==> config.mk <==
export PLATFORM = sky130hd
export DESIGN_NAME = fetch_stage
export DESIGN_NICKNAME = d
export VERILOG_FILES = /design/src/source/fetch_pkg.sv /design/src/source/predict_if.sv /design/src/source/branch_predictor.sv /design/src/source/inst_rom.sv /design/src/source/fetch_stage.sv
export SDC_FILE = /design/constraint.sdc
export NUM_CORES = 1
export LEC_CHECK = 0
export ABC_AREA = 1
export CAP_MARGIN = 20
export CORE_UTILIZATION = 50
export CTS_CLUSTER_SIZE = 30
export DETAILED_ROUTE_END_ITERATION = 7
export DONT_BUFFER_PORTS = 1
export PLACE_DENSITY_LB_ADDON = 0.3
export SKIP_LAST_GASP = 1
export SYNTH_ARGS = -nofsm -noshare
export SYNTH_HDL_FRONTEND = slang
export SYNTH_MEMORY_MAX_BITS = 65536
export SYNTH_SLANG_ARGS = --single-unit
==> constraint.sdc <==
create_clock -name clk -period 3.3 [get_ports clk]
set_clock_uncertainty 0.1 [all_clocks]
set_input_delay 0.66 -clock clk [delete_from_list [all_inputs] [get_ports clk]]
set_output_delay 0.66 -clock clk [all_outputs]
set_load 0.03 [all_outputs]
==> src/source/program.hex <==
// One 16-bit instruction word per line, word 0 first, top nibble is the opcode
1001
2102
3203
4304
5405
6506
7607
8708
9809
a90a
ba0b
cb0c
dc0d
ed0e
0e0f
1f10
2011
3112
4213
5314
f000
6415
7516
8617

==> src/source/fetch_pkg.sv <==
/*
  Shared constants for the 16-bit fetch stage.
  The PC is a byte address and instructions are 16-bit words, so PC bit 0 is always 0.
  The predictor is direct-mapped on a few low PC bits and keeps no tags, so aliasing
  PCs share one entry. The image path is relative to the simulator's working directory.
*/
package fetch_pkg;

  ////////////////////////////////////////////////////////////////////////////
  // Datapath widths
  ////////////////////////////////////////////////////////////////////////////
  localparam int addr_w = 16;                    // PC and branch target width
  localparam int inst_w = 16;                    // Instruction word width

  // Opcode sits in the top nibble of the instruction
  localparam int opcode_msb = 15;
  localparam int opcode_w   = 4;
  localparam logic [opcode_w-1:0] halt_opcode = '1;  // HLT is opcode F

  ////////////////////////////////////////////////////////////////////////////
  // Instruction memory
  ////////////////////////////////////////////////////////////////////////////
  localparam int rom_words = 256;                // Words past this read as zero
  localparam int rom_idx_w = $clog2(rom_words);  // Word index width inside the ROM
  localparam string rom_image = "/design/src/source/program.hex";

  ////////////////////////////////////////////////////////////////////////////
  // Branch predictor
  ////////////////////////////////////////////////////////////////////////////
  // Index taken from PC[pred_idx_w:1]
  localparam int pred_idx_w   = 3;
  localparam int pred_entries = 1 << pred_idx_w;

  // 2-bit saturating counter encoding
  //   00 strongly not taken
  //   01 weakly not taken
  //   10 weakly taken
  //   11 strongly taken
  localparam logic [1:0] counter_reset = 2'b00;  // Start strongly not taken

endpackage

==> src/source/predict_if.sv <==
/*
  Lookup and update signals between the fetch stage and the branch predictor.
  Update fields are only sampled while their write strobe is high.
  Lookup results are combinational from lookup_pc.
*/
`timescale 1ns/1ps

interface predict_if;
  import fetch_pkg::*;

  // Lookup side
  logic [addr_w-1:0] lookup_pc;          // Current PC
  logic              enable;             // Low during a stall
  logic [1:0]        prediction;         // Counter at the lookup index
  logic              predicted_taken;    // Counter MSB
  logic [addr_w-1:0] predicted_target;   // BTB entry at the lookup index

  // Update side, driven by the resolving stage
  logic [addr_w-1:0] update_pc;          // PC of the resolved branch
  logic [1:0]        update_prediction;  // Counter that was predicted for it
  logic              wen_bht;            // History table write strobe
  logic              wen_btb;            // Target buffer write strobe
  logic              resolved_taken;     // Actual outcome
  logic [addr_w-1:0] resolved_target;    // Actual target

  modport fetch (
    output lookup_pc, enable, update_pc, update_prediction,
    output wen_bht, wen_btb, resolved_taken, resolved_target,
    input  prediction, predicted_taken, predicted_target
  );

  modport predictor (
    input  lookup_pc, enable, update_pc, update_prediction,
    input  wen_bht, wen_btb, resolved_taken, resolved_target,
    output prediction, predicted_taken, predicted_target
  );

endinterface

==> src/source/branch_predictor.sv <==
/*
  Direct-mapped BHT of 2-bit saturating counters plus a BTB of full targets.
  No tags, so different PCs with the same low bits alias onto one entry.
  The counter update starts from the prediction carried down the pipe and not from
  the stored counter. A write lands on the next edge and is ignored while enable is low.
*/
`timescale 1ns/1ps

module branch_predictor (
  input logic         clk,
  input logic         rst,
  predict_if.predictor pif
);
  import fetch_pkg::*;

  ////////////////////////////////////////////////////////////////////////////
  // Storage
  ////////////////////////////////////////////////////////////////////////////
  logic [1:0]        bht [pred_entries];  // History counters
  logic [addr_w-1:0] btb [pred_entries];  // Branch targets

  logic [pred_idx_w-1:0] lookup_idx;      // Index for the current PC
  logic [pred_idx_w-1:0] update_idx;      // Index for the resolved PC
  logic [1:0]            next_count;      // Counter value to write back

  // Byte addresses, so skip PC bit 0
  assign lookup_idx = pif.lookup_pc[pred_idx_w:1];
  assign update_idx = pif.update_pc[pred_idx_w:1];

  ////////////////////////////////////////////////////////////////////////////
  // Lookup
  ////////////////////////////////////////////////////////////////////////////
  // Purely combinational, same cycle as the PC
  assign pif.prediction       = bht[lookup_idx];
  assign pif.predicted_taken  = bht[lookup_idx][1];  // Taken for 10 and 11
  assign pif.predicted_target = btb[lookup_idx];

  ////////////////////////////////////////////////////////////////////////////
  // Counter update
  ////////////////////////////////////////////////////////////////////////////
  always_comb begin
    next_count = pif.update_prediction;  // Hold when already saturated
    if (pif.resolved_taken) begin
      if (pif.update_prediction != 2'b11) begin
        next_count = pif.update_prediction + 2'd1;  // Step toward taken
      end
    end else begin
      if (pif.update_prediction != 2'b00) begin
        next_count = pif.update_prediction - 2'd1;  // Step toward not taken
      end
    end
  end

  // History table
  always_ff @(posedge clk) begin
    if (rst) begin
      for (int i = 0; i < pred_entries; i++) begin
        bht[i] <= counter_reset;
      end
    end else if (pif.enable && pif.wen_bht) begin
      bht[update_idx] <= next_count;
    end
  end

  // Target buffer
  always_ff @(posedge clk) begin
    if (rst) begin
      for (int i = 0; i < pred_entries; i++) begin
        btb[i] <= '0;  // Unused targets point at address 0
      end
    end else if (pif.enable && pif.wen_btb) begin
      btb[update_idx] <= pif.resolved_target;
    end
  end

  ////////////////////////////////////////////////////////////////////////////
  // Checks
  ////////////////////////////////////////////////////////////////////////////
  // The resolving stage only writes a target for a branch it also trains
  a_btb_with_bht : assert property (
    @(posedge clk) disable iff (rst)
      $rose(pif.wen_btb) |-> pif.wen_bht
  ) else $error("wen_btb rose without wen_bht");

endmodule

==> src/source/inst_rom.sv <==
/*
  Read-only instruction memory, combinational read.
  Contents come from the hex image at elaboration; a missing file leaves X.
  Word index is addr[15:1]. Words past the array read as 0.
*/
`timescale 1ns/1ps

module inst_rom (
  input  logic                         clk,   // Only samples the check below
  input  logic [fetch_pkg::addr_w-1:0] addr,  // Byte address, expected even
  output logic [fetch_pkg::inst_w-1:0] data
);
  import fetch_pkg::*;

  logic [inst_w-1:0] mem [rom_words];  // ROM contents
  logic [addr_w-2:0] word_idx;         // Address with bit 0 dropped

  initial begin
    $readmemh(rom_image, mem);
  end

  assign word_idx = addr[addr_w-1:1];

  // Out of range reads return zero
  assign data = (word_idx < rom_words) ? mem[word_idx[rom_idx_w-1:0]] : '0;

  // Halfword addresses only
  a_even_addr : assert property (
    @(posedge clk) !$isunknown(addr) |-> !addr[0]
  ) else $error("odd ROM address %h", addr);

endmodule

==> src/source/fetch_stage.sv <==
/*
  Fetch stage of the 16-bit pipeline. PC register, ROM and branch predictor.
  Next PC priority is redirect, then halt hold, then predicted target, then PC + 2.
  Stall freezes the PC, zeroes pc_inst and blocks predictor writes.
  Update ports come straight from the resolving stage and are passed through untouched.
*/
`timescale 1ns/1ps

module fetch_stage (
  input  logic                         clk,
  input  logic                         rst,                  // Sync, active high
  input  logic                         stall,                // From the hazard logic
  input  logic                         update_pc_req,        // Mispredict redirect
  input  logic [fetch_pkg::addr_w-1:0] redirect_target,      // Correct PC on mispredict
  input  logic                         wen_bht,              // Train history counter
  input  logic                         wen_btb,              // Write branch target
  input  logic                         resolved_taken,       // Actual branch outcome
  input  logic [fetch_pkg::addr_w-1:0] resolved_target,      // Actual branch target
  input  logic [fetch_pkg::addr_w-1:0] resolved_pc,          // PC of the resolved branch
  input  logic [1:0]                   resolved_prediction,  // Counter it was fetched with
  output logic [fetch_pkg::addr_w-1:0] pc_curr,
  output logic [fetch_pkg::addr_w-1:0] pc_next,              // Always pc_curr + 2
  output logic [fetch_pkg::inst_w-1:0] pc_inst,
  output logic [1:0]                   prediction,
  output logic [fetch_pkg::addr_w-1:0] predicted_target
);
  import fetch_pkg::*;

  logic [inst_w-1:0] rom_data;      // Raw ROM word at pc_curr
  logic              halt_fetched;  // Current word is HLT
  logic [addr_w-1:0] pc_sel;        // Next PC after priority select

  predict_if pif ();

  ////////////////////////////////////////////////////////////////////////////
  // Predictor hookup
  ////////////////////////////////////////////////////////////////////////////
  assign pif.lookup_pc         = pc_curr;
  assign pif.enable            = ~stall;  // No table writes while stalled
  assign pif.update_pc         = resolved_pc;
  assign pif.update_prediction = resolved_prediction;
  assign pif.wen_bht           = wen_bht;
  assign pif.wen_btb           = wen_btb;
  assign pif.resolved_taken    = resolved_taken;
  assign pif.resolved_target   = resolved_target;

  assign prediction       = pif.prediction;
  assign predicted_target = pif.predicted_target;

  branch_predictor u_predictor (
    .clk (clk),
    .rst (rst),
    .pif (pif.predictor)
  );

  inst_rom u_rom (
    .clk  (clk),
    .addr (pc_curr),
    .data (rom_data)
  );

  ////////////////////////////////////////////////////////////////////////////
  // Next PC
  ////////////////////////////////////////////////////////////////////////////
  assign pc_inst      = stall ? '0 : rom_data;  // Bubble during stall
  assign halt_fetched = (pc_inst[opcode_msb -: opcode_w] == halt_opcode);
  assign pc_next      = pc_curr + addr_w'(2);

  always_comb begin
    if (update_pc_req) begin
      pc_sel = redirect_target;        // Mispredict wins over everything
    end else if (halt_fetched) begin
      pc_sel = pc_curr;                // Spin on HLT
    end else if (pif.predicted_taken) begin
      pc_sel = pif.predicted_target;
    end else begin
      pc_sel = pc_next;                // Sequential
    end
  end

  always_ff @(posedge clk) begin
    if (rst) begin
      pc_curr <= '0;
    end else if (!stall) begin
      pc_curr <= pc_sel;
    end
  end

  ////////////////////////////////////////////////////////////////////////////
  // Checks
  ////////////////////////////////////////////////////////////////////////////
  // Catches odd redirect or BTB targets
  a_pc_even : assert property (
    @(posedge clk) disable iff (rst) !pc_curr[0]
  ) else $error("pc_curr went odd: %h", pc_curr);

  a_stall_hold : assert property (
    @(posedge clk) disable iff (rst) stall |=> $stable(pc_curr)
  ) else $error("pc_curr moved across a stall");

endmodule

==> impl_metrics.py <==
metrics = {
    "run_status": {
        "outcome": "complete, no violations",
    },
    "clock_network": {
        "cts_buffers": 17,
        "insertion_delay_ps": 430,
        "clk_pin_slew_ps": 60,
        "cts-hold-fix-buffers": 0,
        "clkSinkCount": 163,
        "cts_buffer_depth": 2,
        "cts_root_buf": "clkbuf_16",
        "cts_post_setup_buffers_inserted": 0,
        "cts_tree": "yes",
        "h-tree-depth": 4,
        "ctsResizeCount": 0,
    },
    "critical_path": {
        "crit_type": "reg -> out",
        "timing.rr.start": "pc_curr[1]",
        "reg2reg_depth": 7,
        "crit_path_end_kind": "output pin",
        "arrival_ps": 2230,
        "r2r_setup_slack_ps": 980,
        "regToRegEndpoint": "pc_curr[4]",
        "path_max_fanout": 6,
        "start_kind": "flop",
        "crit_start": "pc_curr[1]",
        "required_ps": 2540,
    },
    "floorplanning": {
        "die_area_mm2": 0.0170,
        "num_rows": 46,
        "die_y_um": 130,
        "core-area_mm2": 0.0159,
        "die_x_um": 130,
        "ios": 123,
        "initial_core_util": 0.516,
    },
    "yosys": {
        "synth_area_mm2": 0.00822,
        "synth_seq_cells": 163,
        "yosysSeqAreaShare": 0.572,
        "ys_warn_count": 0,
        "syn_inst": 931,
        "synth_cell_type_count": 34,
        "syn_avg_cell_area_um2": 8.83,
    },
    "place": {
        "numPortBuffers": 0,
        "gp_congestion": 0.798,
        "dp_cells": 1122,
        "hpwl_mm": 12.8,
    },
    "global_route": {
        "first_global_vias": 5606,
        "overflow": 0,
        "antenna_found_initial": 0,
        "grt_max_degree": 73,
        "track_usage": 0.241,
        "grt_pass1_wl_mm": 29.8,
    },
    "layout": {
        "area_growth_syn_to_layout_pct": 7.11,
        "layout-drive-gt1-share": 0.0768,
        "instances_no_fill": 1153,
        "antenna_cells": 0,
        "nNetsFinal": 983,
        "num-fill-cells": 1449,
    },
    "drt": {
        "wl_per_cell_um": 16.9,
        "num_vias": 6110,
        "drc": 0,
        "viasPerCell": 5.30,
        "drt-initial-drc-count": 425,
        "first_pass_iters": 5,
        "ant_nets": 0,
        "wirelength_mm": 19.5,
    },
    "sta": {
        "timing_hold_violations_final": 0,
        "period_needed_ps": 2990,
        "tightest_slew_ps": 769,
        "setup_viol": 0,
        "fin_tns_setup_ps": 0,
        "rsz0062_at_grt": "no",
        "max_freq_mhz": 335,
        "timing.slew.headroom": 0.484,
        "drv_slew": 0,
        "finalCritPeriodShare": 0.906,
    },
    "worst_hold_path": {
        "worstHoldStart": "rst",
        "holdPathStages": 1,
        "min_path_type": "in -> reg",
    },
    "run": {
        "cap_violations": 0,
    },
    "pwr": {
        "p_per_area_mw_per_mm2": 568,
        "irDropWorstVdd_mv": 0.401,
        "leakage_nw": 3.65,
        "p_total_mw": 5.01,
    },
}
==> worst max path at each step <==
stage / end / slack (ps) / cells past startpoint
after floorplan: pc_next[4] / 950 / 3
after global placement: u_predictor.btb[2][10] / 760 / 7
after detailed placement: u_predictor.btb[2][9] / 750 / 7
after CTS: pc_next[14] / 320 / 5
after global routing: pc_next[14] / 170 / 5
final: pc_next[14] / 310 / 5
==> flip-flops by register name, summed over array words and instances (netlist names), named ones only <==
signal	count
u_predictor.bht	16
u_predictor.btb	128
pc_curr	16
==> per-stage QoR <==
stage | util | instance area, µm² | setup slack (ps) | hold slack [ps]
3_3_place_gp | 0.519 | 8280 | 763 | 563
4_1_cts | 0.552 | 8810 | 316 | 210
5_1_grt | 0.552 | 8810 | 168 | 208
2_1_floorplan | - | 8280 | 950 | 526
6_report | 0.552 | 8810 | 312 | 226
3_5_place_dp | 0.519 | 8280 | 752 | 574
==> power breakdown <==
part / leakage (nW) / switching, mW / internal, mW
Clock: 0.254 / 0.770 / 1.02
Combinational: 1.87 / 0.574 / 0.177
Sequential: 1.53 / 0.0974 / 2.37
==> synth_stat cells, drive strengths merged <==
cell type  number  area share
buf            54       0.052
o21ai          89       0.056
o22ai           1     0.00076
clkbuf         11      0.0050
edfxtp        144        0.53
dfxtp          19       0.046
nand4           7       0.011
xnor2           3      0.0032
nand3b          1     0.00091
nor3            4      0.0024
a31oi           1     0.00076
clkinv          1     0.00061
nand3          48       0.029
ha              1      0.0015
a21oi          34       0.021
nand2         152       0.072
nor2          271        0.13
conb            1     0.00046
o211ai          1     0.00091
nor3b           1     0.00091
inv            80       0.037
xor2            7      0.0075
==> critical path, stage by stage (launching register included) <==
cell and delay, ps:
dfxtp_1 560, inv_1 290, nor2_2 330, nand3_1 150, o21ai_0 230, nand2_1 250
==> layout make-up <==
class	count	area [µm²]	area share
repair buffers	25	200	0.0227
inverters	81	313	0.0355
clock buffers	20	437	0.0496
well taps	216	270	0.0307
multi-input cells	637	2790	0.317
clock inverters	11	90.1	0.0102
flip-flops and latches	163	4710	0.534
==> per-layer routing <==
| metal | part of all wire | vias up | track usage |
|---|---|---|---|
| met3 | 0.080 | 28 | 0.0533 |
| met1 | 0.44 | 2826 | 0.324 |
| met5 | 0 | - | 0 |
| met4 | 0.012 | 0 | 0.0752 |
| li1 | - | 2991 | - |
| met2 | 0.46 | 265 | 0.392 |
==> kinds of logic (layout without fill, tap and decap cells) <==
| kind of cell | after synthesis | in the layout | synth area share |
|---|---|---|---|
| AND/OR/NAND/NOR | 484 | 484 | 0.241 |
| flip-flops | 163 | 163 | 0.572 |
| buffers and inverters | 146 | 137 | 0.0953 |
| other | 1 | 16 | 0.000456 |
| AO/OA/AOI/OAI | 126 | 126 | 0.0787 |
| XOR/XNOR | 10 | 10 | 0.0107 |
| adder cells (fa/ha/maj) | 1 | 1 | 0.00152 |
==> cell usage in the layout (no fill, tap or decap), types with 3 or more instances in the layout <==
cell         n
nor2_1     268
nand2_1    144
edfxtp_1   144
inv_1       78
o21ai_0     65
nand3_1     48
a21oi_1     34
buf_4       24
o21ai_1     21
dfxtp_1     18
clkbuf_16   17
conb_1      16
nand2_2      8
xor2_1       7
clkinv_2     5
nand4_1      4
nor3_1       4
xnor2_1      3
o21ai_2      3
nand4_4      3
clkbuf_1     3
Note: power is estimated with default switching activity, not from simulation.
